### config.mk
export PLATFORM = sky130hd
export DESIGN_NAME = iq_issue_queue
export DESIGN_NICKNAME = d
export VERILOG_FILES = /design/src/verilog/iq_isa_pkg.sv /design/src/verilog/iq_queue_pkg.sv /design/src/verilog/iq_issue_queue.sv /design/src/verilog/iq_issue_decode.sv /design/src/verilog/iq_predecode.sv /design/src/verilog/iq_fifo_mem.sv /design/src/verilog/iq_ptrs.sv
export SDC_FILE = /design/constraint.sdc
export NUM_CORES = 1
export LEC_CHECK = 0
export BUFFER_PORTS_ARGS = -buffer_cell sky130_fd_sc_hd__buf_4
export CORE_ASPECT_RATIO = 0.8
export CORE_MARGIN = 2
export CORE_UTILIZATION = 30
export CTS_BUF_LIST = sky130_fd_sc_hd__clkbuf_4
export CTS_CLUSTER_DIAMETER = 40
export DETAILED_ROUTE_END_ITERATION = 12
export SYNTH_ARGS = -nofsm -noshare
export SYNTH_HDL_FRONTEND = slang
export SYNTH_HIERARCHICAL = 1
export SYNTH_SLANG_ARGS = --single-unit
### constraint.sdc
create_clock -name clk_i -period 6.7 [get_ports clk_i]
set_input_delay 1.34 -clock clk_i [delete_from_list [all_inputs] [get_ports clk_i]]
set_output_delay 1.34 -clock clk_i [all_outputs]
set_load 0.05 [all_outputs]
### src/verilog/iq_isa_pkg.sv
package iq_isa_pkg;

  // major opcodes of the rv64 integer isa
  typedef enum logic [6:0]
  {
    e_lui_op       = 7'b0110111
    , e_auipc_op     = 7'b0010111
    , e_jal_op       = 7'b1101111
    , e_jalr_op      = 7'b1100111
    , e_branch_op    = 7'b1100011
    , e_load_op      = 7'b0000011
    , e_store_op     = 7'b0100011
    , e_op_imm_op    = 7'b0010011
    , e_op_imm_32_op = 7'b0011011
    , e_op_op        = 7'b0110011
    , e_op_32_op     = 7'b0111011
    , e_misc_mem_op  = 7'b0001111
    , e_system_op    = 7'b1110011
    , e_amo_op       = 7'b0101111
  } opcode_e;

  typedef struct packed
  {
    logic [6:0] funct7;
    logic [4:0] rs2;
    logic [4:0] rs1;
    logic [2:0] funct3;
    logic [4:0] rd;
    opcode_e    opcode;
  } rtype_s;

  typedef struct packed
  {
    logic [11:0] imm;
    logic [4:0]  rs1;
    logic [2:0]  funct3;
    logic [4:0]  rd;
    opcode_e     opcode;
  } itype_s;

  // the same word seen as register-register or as immediate format
  typedef union packed
  {
    rtype_s r;
    itype_s i;
  } instr_u;

  localparam logic [6:0] funct7_muldiv     = 7'b0000001;
  localparam logic [6:0] funct7_sfence_vma = 7'b0001001; // upper imm bits of sfence.vma

  localparam logic [2:0] funct3_mulh   = 3'b001;
  localparam logic [2:0] funct3_mulhsu = 3'b010;
  localparam logic [2:0] funct3_mulhu  = 3'b011;
  localparam logic [2:0] funct3_div    = 3'b100; // also divw in op_32
  localparam logic [2:0] funct3_divu   = 3'b101;
  localparam logic [2:0] funct3_rem    = 3'b110;
  localparam logic [2:0] funct3_remu   = 3'b111;

  localparam logic [2:0] funct3_fence   = 3'b000;
  localparam logic [2:0] funct3_fence_i = 3'b001;
  localparam logic [2:0] funct3_priv    = 3'b000;

endpackage
### src/verilog/iq_queue_pkg.sv
package iq_queue_pkg;

  localparam int vaddr_width_gp = 39;
  localparam int queue_els_gp   = 8; // must stay a power of two

  // what the front end is telling us about this pc
  typedef enum logic [1:0]
  {
    e_instr_fetch    = 2'b00
    , e_itlb_miss    = 2'b01
    , e_access_fault = 2'b10
    , e_page_fault   = 2'b11
  } msg_type_e;

  typedef struct packed
  {
    msg_type_e                 msg_type;
    logic [vaddr_width_gp-1:0] pc;
    iq_isa_pkg::instr_u        instr;
  } fe_packet_s;

  // register read needs of the next head, known a cycle early
  typedef struct packed
  {
    iq_isa_pkg::instr_u instr;
    logic               rs1_v;
    logic               rs2_v;
  } preissue_pkt_s;

  typedef struct packed
  {
    logic v;
    logic instr_v;
    logic itlb_miss_v;
    logic access_fault_v;
    logic page_fault_v;

    logic [vaddr_width_gp-1:0] pc;
    iq_isa_pkg::instr_u        instr;

    logic rs1_v;
    logic rs2_v;

    logic iwb_v;   // integer writeback to a nonzero rd
    logic mem_v;
    logic csr_v;
    logic fence_v;
    logic long_v;  // multi-cycle mul/div unit
  } issue_pkt_s;

endpackage

### src/verilog/iq_issue_queue.sv
`timescale 1ns/100ps

module iq_issue_queue
  #(parameter int queue_els_p = iq_queue_pkg::queue_els_gp)
  (input                                   clk_i
   , input                                 arst_n_i

   , input iq_queue_pkg::fe_packet_s       fe_packet_i
   , input                                 fe_v_i
   , output logic                          fe_ready_and_o

   , input                                 read_v_i
   , input                                 deq_v_i
   , input                                 roll_v_i
   , input                                 clr_v_i
   , input                                 inject_v_i
   , input                                 suppress_v_i

   , output iq_queue_pkg::preissue_pkt_s   preissue_pkt_o
   , output iq_queue_pkg::issue_pkt_s      issue_pkt_o
   );

  import iq_isa_pkg::*;
  import iq_queue_pkg::*;

  localparam int idx_width_lp = $clog2(queue_els_p);

  logic [idx_width_lp:0] wptr, rptr, rptr_n;
  logic                  empty, empty_n, full;
  logic                  enq, preissue_v;

  fe_packet_s    head_pkt;
  instr_u        next_instr;
  preissue_pkt_s preissue_r;

  assign fe_ready_and_o = ~full & ~suppress_v_i;
  assign enq            = fe_v_i & fe_ready_and_o;

  // reload the pre-issue register whenever the head is about to change
  assign preissue_v = (read_v_i & ~empty_n) | roll_v_i | (enq & empty);

  //////////////////////////////////////////////////
  // pointers and storage

  iq_ptrs #(.queue_els_p(queue_els_p)) i_iq_ptrs
    (.clk_i(clk_i)
     , .arst_n_i(arst_n_i)
     , .enq_i(enq)
     , .read_i(read_v_i)
     , .deq_i(deq_v_i)
     , .roll_i(roll_v_i)
     , .clr_i(clr_v_i)
     , .wptr_o(wptr)
     , .rptr_o(rptr)
     , .cptr_o()             // checkpoint is only needed inside the pointer block
     , .rptr_n_o(rptr_n)
     , .empty_o(empty)
     , .empty_n_o(empty_n)
     , .full_o(full)
     );

  iq_fifo_mem #(.queue_els_p(queue_els_p)) i_iq_fifo_mem
    (.clk_i(clk_i)
     , .w_v_i(enq)
     , .w_addr_i(wptr[idx_width_lp-1:0])
     , .w_data_i(fe_packet_i)
     , .head_addr_i(rptr[idx_width_lp-1:0])
     , .next_addr_i(rptr_n[idx_width_lp-1:0])
     , .head_o(head_pkt)
     , .next_instr_o(next_instr)
     );

  //////////////////////////////////////////////////
  // decode

  iq_predecode i_iq_predecode
    (.clk_i(clk_i)
     , .arst_n_i(arst_n_i)
     , .instr_i(next_instr)
     , .preissue_v_i(preissue_v)
     , .preissue_pkt_o(preissue_pkt_o)
     , .preissue_r_o(preissue_r)
     );

  iq_issue_decode i_iq_issue_decode
    (.head_i(head_pkt)
     , .preissue_r_i(preissue_r)
     , .empty_i(empty)
     , .inject_i(inject_v_i)
     , .suppress_i(suppress_v_i)
     , .issue_pkt_o(issue_pkt_o)
     );

endmodule

### src/verilog/iq_issue_decode.sv
`timescale 1ns/100ps

module iq_issue_decode
  (input iq_queue_pkg::fe_packet_s        head_i
   , input iq_queue_pkg::preissue_pkt_s   preissue_r_i
   , input                                empty_i
   , input                                inject_i
   , input                                suppress_i

   , output iq_queue_pkg::issue_pkt_s     issue_pkt_o
   );

  import iq_isa_pkg::*;
  import iq_queue_pkg::*;

  instr_u instr;
  logic   pkt_v, fetch_v;
  logic   is_fence, is_sfence, is_long, is_iwb;

  assign instr   = preissue_r_i.instr; // loaded together with the head
  assign pkt_v   = ~empty_i & ~inject_i & ~suppress_i;
  assign fetch_v = pkt_v & (head_i.msg_type == e_instr_fetch);

  //////////////////////////////////////////////////
  // instruction class decode

  assign is_fence  = (instr.i.opcode == e_misc_mem_op)
                     & (instr.i.funct3 inside {funct3_fence, funct3_fence_i});
  assign is_sfence = (instr.i.opcode == e_system_op) & (instr.i.funct3 == funct3_priv)
                     & (instr.i.imm[11:5] == funct7_sfence_vma) & (instr.i.rd == '0);

  // plain mul and mulw finish in the pipe, everything else in m goes long
  assign is_long = (instr.r.opcode inside {e_op_op, e_op_32_op})
                   & (instr.r.funct7 == funct7_muldiv)
                   & (instr.r.funct3 inside {funct3_mulh, funct3_mulhsu, funct3_mulhu,
                                             funct3_div, funct3_divu, funct3_rem, funct3_remu});

  assign is_iwb = (instr.r.rd != '0)
                  & (instr.r.opcode inside {e_lui_op, e_auipc_op, e_jal_op, e_jalr_op,
                                            e_load_op, e_op_imm_op, e_op_op, e_system_op,
                                            e_op_imm_32_op, e_op_32_op, e_amo_op});

  always_comb
  begin
    issue_pkt_o = '0;

    issue_pkt_o.v              = pkt_v;
    issue_pkt_o.instr_v        = fetch_v;
    issue_pkt_o.itlb_miss_v    = pkt_v & (head_i.msg_type == e_itlb_miss);
    issue_pkt_o.access_fault_v = pkt_v & (head_i.msg_type == e_access_fault);
    issue_pkt_o.page_fault_v   = pkt_v & (head_i.msg_type == e_page_fault);

    issue_pkt_o.pc    = head_i.pc;
    issue_pkt_o.instr = instr;

    issue_pkt_o.rs1_v = fetch_v & preissue_r_i.rs1_v;
    issue_pkt_o.rs2_v = fetch_v & preissue_r_i.rs2_v;

    issue_pkt_o.iwb_v   = fetch_v & is_iwb;
    issue_pkt_o.mem_v   = fetch_v
                          & (instr.r.opcode inside {e_load_op, e_store_op, e_amo_op, e_system_op});
    issue_pkt_o.csr_v   = fetch_v & (instr.r.opcode == e_system_op);
    issue_pkt_o.fence_v = fetch_v & (is_fence | is_sfence);
    issue_pkt_o.long_v  = fetch_v & is_long;
  end

endmodule

### src/verilog/iq_predecode.sv
`timescale 1ns/100ps

module iq_predecode
  (input                                   clk_i
   , input                                 arst_n_i

   , input iq_isa_pkg::instr_u             instr_i
   , input                                 preissue_v_i

   , output iq_queue_pkg::preissue_pkt_s   preissue_pkt_o
   , output iq_queue_pkg::preissue_pkt_s   preissue_r_o
   );

  import iq_isa_pkg::*;
  import iq_queue_pkg::*;

  always_comb
  begin
    preissue_pkt_o       = '0;
    preissue_pkt_o.instr = instr_i;

    // which integer sources the next head will read
    case (instr_i.r.opcode)
      e_jalr_op, e_load_op, e_op_imm_op, e_op_imm_32_op, e_system_op:
      begin
        preissue_pkt_o.rs1_v = 1'b1;
      end
      e_branch_op, e_store_op, e_op_op, e_op_32_op, e_amo_op:
      begin
        preissue_pkt_o.rs1_v = 1'b1;
        preissue_pkt_o.rs2_v = 1'b1;
      end
      default:
      begin
        preissue_pkt_o.rs1_v = 1'b0; // lui, auipc, jal and fences read nothing
      end
    endcase
  end

  always_ff @(posedge clk_i or negedge arst_n_i)
  begin
    if (!arst_n_i)
      preissue_r_o <= '0;
    else if (preissue_v_i)
      preissue_r_o <= preissue_pkt_o;
  end

endmodule

### src/verilog/iq_fifo_mem.sv
`timescale 1ns/100ps

module iq_fifo_mem
  #(parameter int queue_els_p = iq_queue_pkg::queue_els_gp
    , localparam int addr_width_lp = $clog2(queue_els_p)
    )
  (input                                clk_i

   , input                              w_v_i
   , input [addr_width_lp-1:0]          w_addr_i
   , input iq_queue_pkg::fe_packet_s    w_data_i

   , input [addr_width_lp-1:0]          head_addr_i
   , input [addr_width_lp-1:0]          next_addr_i

   , output iq_queue_pkg::fe_packet_s   head_o
   , output iq_isa_pkg::instr_u         next_instr_o
   );

  import iq_queue_pkg::*;

  fe_packet_s mem_r [queue_els_p];
  logic       bypass_next;

  always_ff @(posedge clk_i)
  begin
    if (w_v_i)
      mem_r[w_addr_i] <= w_data_i;
  end

  // head port reads the registered read slot
  assign head_o = mem_r[head_addr_i];

  // the next head may be the packet arriving this very cycle
  assign bypass_next = w_v_i & (next_addr_i == w_addr_i);

  always_comb
  begin
    if (bypass_next)
      next_instr_o = w_data_i.instr;
    else
      next_instr_o = mem_r[next_addr_i].instr;
  end

endmodule

### src/verilog/iq_ptrs.sv
`timescale 1ns/100ps

module iq_ptrs
  #(parameter int queue_els_p = iq_queue_pkg::queue_els_gp
    , localparam int idx_width_lp = $clog2(queue_els_p)
    )
  (input                         clk_i
   , input                       arst_n_i

   , input                       enq_i
   , input                       read_i
   , input                       deq_i
   , input                       roll_i
   , input                       clr_i

   , output logic [idx_width_lp:0] wptr_o
   , output logic [idx_width_lp:0] rptr_o
   , output logic [idx_width_lp:0] cptr_o
   , output logic [idx_width_lp:0] rptr_n_o

   , output logic                empty_o
   , output logic                empty_n_o
   , output logic                full_o
   );

  // top bit of each pointer is the wrap bit
  typedef logic [idx_width_lp:0] ptr_t;

  ptr_t wptr_r, rptr_r, cptr_r;
  ptr_t wptr_n, rptr_n, cptr_n;

  always_comb
  begin
    wptr_n = wptr_r + ptr_t'(enq_i);
    cptr_n = cptr_r + ptr_t'(deq_i);
    rptr_n = roll_i ? cptr_n : rptr_r + ptr_t'(read_i); // roll replays from checkpoint
    if (clr_i)
    begin
      wptr_n = '0;
      rptr_n = '0;
      cptr_n = '0;
    end
  end

  always_ff @(posedge clk_i or negedge arst_n_i)
  begin
    if (!arst_n_i)
    begin
      wptr_r <= '0;
      rptr_r <= '0;
      cptr_r <= '0;
    end
    else
    begin
      wptr_r <= wptr_n;
      rptr_r <= rptr_n;
      cptr_r <= cptr_n;
    end
  end

  assign empty_o   = (rptr_r == wptr_r);
  assign empty_n_o = (rptr_n == wptr_n);
  // same slot but one lap apart means every slot waits for commit
  assign full_o    = (cptr_r[idx_width_lp-1:0] == wptr_r[idx_width_lp-1:0])
                     & (cptr_r[idx_width_lp] != wptr_r[idx_width_lp]);

  assign wptr_o   = wptr_r;
  assign rptr_o   = rptr_r;
  assign cptr_o   = cptr_r;
  assign rptr_n_o = rptr_n;

  //////////////////////////////////////////////////
  // protocol checks on the strobes from the top and the back end

  assert property (@(posedge clk_i) disable iff (!arst_n_i) !(enq_i && full_o))
    else $error("enqueue into a full queue");

  assert property (@(posedge clk_i) disable iff (!arst_n_i) !(read_i && empty_o))
    else $error("issue read from an empty queue");

  // commit may only retire entries that have already been read
  assert property (@(posedge clk_i) disable iff (!arst_n_i)
                   (deq_i && !clr_i) |-> (cptr_r != rptr_r))
    else $error("dequeue passes the read pointer");

endmodule

==> summary.md <==
The reported leakage power was 10.05 nW; the count of max-cap constraint violations was 0. The wire-length estimate of the detail-placed layout is 31340 um. CTS saw 630 sinks.

The tools report the worst-case headroom to the max-slew limit as 0.2356. The element type at the critical path start is a register. The highest cell delay on the worst timing path is 0.76 ns, and the core area is 84390 um2. The tools report the startpoint of the most critical register-to-register path as i_iq_ptrs/rptr_o[1]$_DFF_PN0_. The critical path in this run is classified as register to primary output.

The run gives 0.1605 GHz as the maximum clock frequency. The slowest library cell on the worst path was sky130_fd_sc_hd__nand4_1. Count of TritonRoute iterations in the first routing pass: 4. The logs give 6 for the count of warnings emitted by yosys and 0 ns for the summed negative setup slack over all endpoints. The logs give 13360 for the via count of the first global-routing pass and 3 for the clock tree buffer depth.

Dividing the synthesized area by the synthesized cell count gives 21.42 um2. Timing analysis after detailed placement gives a worst setup slack of 0.7271 ns. Effective utilization at floorplan: 0.3046.

Dividing the detail-routed via count by the number of cells gives 4.577. Traced cell by cell, the critical path runs through xor2_1 > nor4_1 > buf_4 > nor3b_2 > nand4_1 > mux2_2 > nor2b_2 > nor3_2 > a31o_2 > buf_4. The global-route total usage across every layer was 0.1285; the number of pins with negative max-slew slack in the final report was 0. Along the worst path, the maximum fanout reaches 9. The design draws 0.009218 W. The area growth from synthesis to layout works out to 16.30%. For this run, design rule violations remaining after detail routing come to 0.

The fraction of the cycle the final worst path needs was 0.9297. The filler cells instantiated in the layout total 7883. The cell area that synthesis handed to floorplanning was 25700 um2.

Once the clock tree was built, the setup fixing pass inserted 0 buffers. For the total number of vias, the log shows 12240. The logs give 0 for the count of nets left with antenna violations after detail routing and 0 for the number of buffers inserted for hold repair after clock tree synthesis.

The width of the chip is 331.3 um. Setup repair after global routing left no endpoint under its margin. Counting stages on the worst path, the most repeated cell is sky130_fd_sc_hd__buf_4. The final design instance area without fill is 29890 um2.

Die height: 265.8 um. After clock tree synthesis, the clock-pin slew on the worst setup and hold paths is 0.07 ns. The number of buffer cells added on primary ports is 199. The path category of the worst min-delay check was input port to async pin. The initialized floorplan defines 95 standard-cell rows. The clock tree synthesis step divided the H-tree into 4 levels. TritonCTS built the clock tree. The number of nets in the synthesized netlist came out at 1288. The number of gates resized after CTS was 0. For this design the top-level I/O count stands at 200.

In this run, the number of DRC markers left after iteration 0 of detailed routing was 792. After detailed routing, the total wire length is 56130 um. The area of placed instances is 27830 um2. The actual transition at the worst max-transition pin is 1.147 ns, and the maximum number of pins on one net before global-route repair is 66. The worst setup path is captured at a primary output. Share of post-route cells with drive strength above 1: 0.4965. The floorplan step defined a die boundary enclosing 88050 um2. The number of hold violations in the final report came out at 0.

The logs give 4.89 ns for the endpoint arrival time on the critical path and 0.07525 ns for the worst setup skew after layout. Setup violations remaining at the end of the flow were counted as 0. The overall overflow remaining after global route was 0; the areal power density over the cells was 308.4 nW/um2. The number of buffers created by CTS came out at 164.

The endpoint identified for the worst register-to-register timing path is i_iq_predecode/preissue_r_o[12]$_DFFE_PN0P_. Synthesis produced a netlist whose cell count is 1200. Routability-driven placement finished with a final weighted congestion of 0.7496.

The tree is rooted in a sky130_fd_sc_hd__clkbuf_4. The number of antenna violations at the first check in global routing was 8. The run finished with clean final reports. Measured in cells, the most critical reg-to-reg path has a length of 9. The run gives 0.0001638 V as the maximum resistive drop on vdd.

In the final routed layout, each cell accounts on average for 20.99 um. Final hold analysis gives a worst-case slack of 0.4438 ns. The insertion delay of the later-clocked pin in the worst-skew pair is 0.98 ns. Data on the critical path is required at its endpoint by 5.36 ns. The net count of the finished layout is 1522. Wire length of the first global-routing pass: 83420 um. The minimum setup slack among reg-to-reg paths came out at 2.30 ns. The post-route worst setup slack is 0.4708 ns, and the clock period minus final worst setup slack is 6.229 ns.
-- power breakdown --
part           switching, W  leakage [nW]  total, W  internal [W]
Clock               0.00156          1.21   0.00324       0.00168
Combinational      0.000918          3.01   0.00149      0.000573
Sequential        0.0000884          5.83   0.00449       0.00440
Total               0.00257          10.1   0.00922       0.00665
-- layout by cell type (no fill, tap or decap), types with 3 or more instances in the layout --
master                         n
sky130_fd_sc_hd__dfrtp_1      43
sky130_fd_sc_hd__diode_2       4
sky130_fd_sc_hd__nor4_1        4
sky130_fd_sc_hd__edfxtp_1    584
sky130_fd_sc_hd__mux4_1       28
sky130_fd_sc_hd__ha_1          6
sky130_fd_sc_hd__clkinvlp_4    5
sky130_fd_sc_hd__mux2_4       17
sky130_fd_sc_hd__inv_6         4
sky130_fd_sc_hd__and2_2        3
sky130_fd_sc_hd__nand3_1       3
sky130_fd_sc_hd__nand4_1       3
sky130_fd_sc_hd__mux2_2      122
sky130_fd_sc_hd__nor2_1       15
sky130_fd_sc_hd__xor2_1       13
sky130_fd_sc_hd__clkinv_2     10
sky130_fd_sc_hd__buf_4       227
sky130_fd_sc_hd__nand3_2       3
sky130_fd_sc_hd__nor3_4        3
sky130_fd_sc_hd__nand2_1       8
sky130_fd_sc_hd__clkbuf_4    231
sky130_fd_sc_hd__nor2_4        8
sky130_fd_sc_hd__nor2b_1       5
sky130_fd_sc_hd__clkinv_1     33
sky130_fd_sc_hd__mux4_2      118
sky130_fd_sc_hd__nand2b_1      6
sky130_fd_sc_hd__xnor2_1       6
-- stage by stage --
step / utilization / instances
final: 0.3542 / 2674
after global routing: 0.3542 / 2674
after CTS: 0.3541 / 2670
after detailed placement: 0.3297 / 2383
after global placement: 0.3297 / 2383
after floorplan: - / 1200
-- sequential cells by signal, summed over array words and instances, names as in the netlist --
signal,count
i_iq_ptrs/cptr_o,4
i_iq_predecode/preissue_r_o,34
i_iq_ptrs/wptr_o,4
i_iq_fifo_mem/mem_r,584
i_iq_ptrs/rptr_o,4
-- per-layer routing --
layer  GRT usage  up-vias  routed length (um)
met5           0        -                  69
met4     0.05455       10                1124
met3     0.04367      105                3536
met2      0.2063      306               27390
met1      0.1589     6421               24010
li1            -     5398                   -
-- area by class of cell --
| type | instances | area [um2] | area share |
|---|---|---|---|
| sequential | 630 | 18700 | 0.6254 |
| multi-input combinational | 408 | 6002 | 0.2008 |
| clock buffer | 231 | 1734 | 0.05801 |
| timing repair buffer | 228 | 1724 | 0.05768 |
| tap | 1115 | 1395 | 0.04667 |
| clock inverter | 56 | 324.1 | 0.01084 |
| antenna | 4 | 10.01 | 0.0003348 |
| inverter | 2 | 7.507 | 0.0002511 |
-- worst max-delay path by stage --
stage / start / to / slack, ns / depth (start not counted)
floorplan: read_v_i / preissue_pkt_o[1] / 0.97 / 12
global placement: read_v_i / preissue_pkt_o[0] / 0.78 / 13
detailed placement: deq_v_i / preissue_pkt_o[0] / 0.73 / 12
CTS: i_iq_ptrs/rptr_o[0]$_DFF_PN0_ / preissue_pkt_o[0] / 0.32 / 11
global route: i_iq_ptrs/wptr_o[0]$_DFF_PN0_ / preissue_pkt_o[0] / 0.08 / 10
finish: i_iq_ptrs/wptr_o[0]$_DFF_PN0_ / preissue_pkt_o[0] / 0.47 / 10
-- critical path, delay by kind of cell, from the launching register on --
kind,cells,cell delay (ns)
AND/OR/NAND/NOR,5,1.86
flip-flops,1,0.66
multiplexers,1,0.57
buffers and inverters,2,0.38
AO/OA/AOI/OAI,1,0.24
XOR/XNOR,1,0.21
Note: power is estimated with default switching activity, not from simulation.
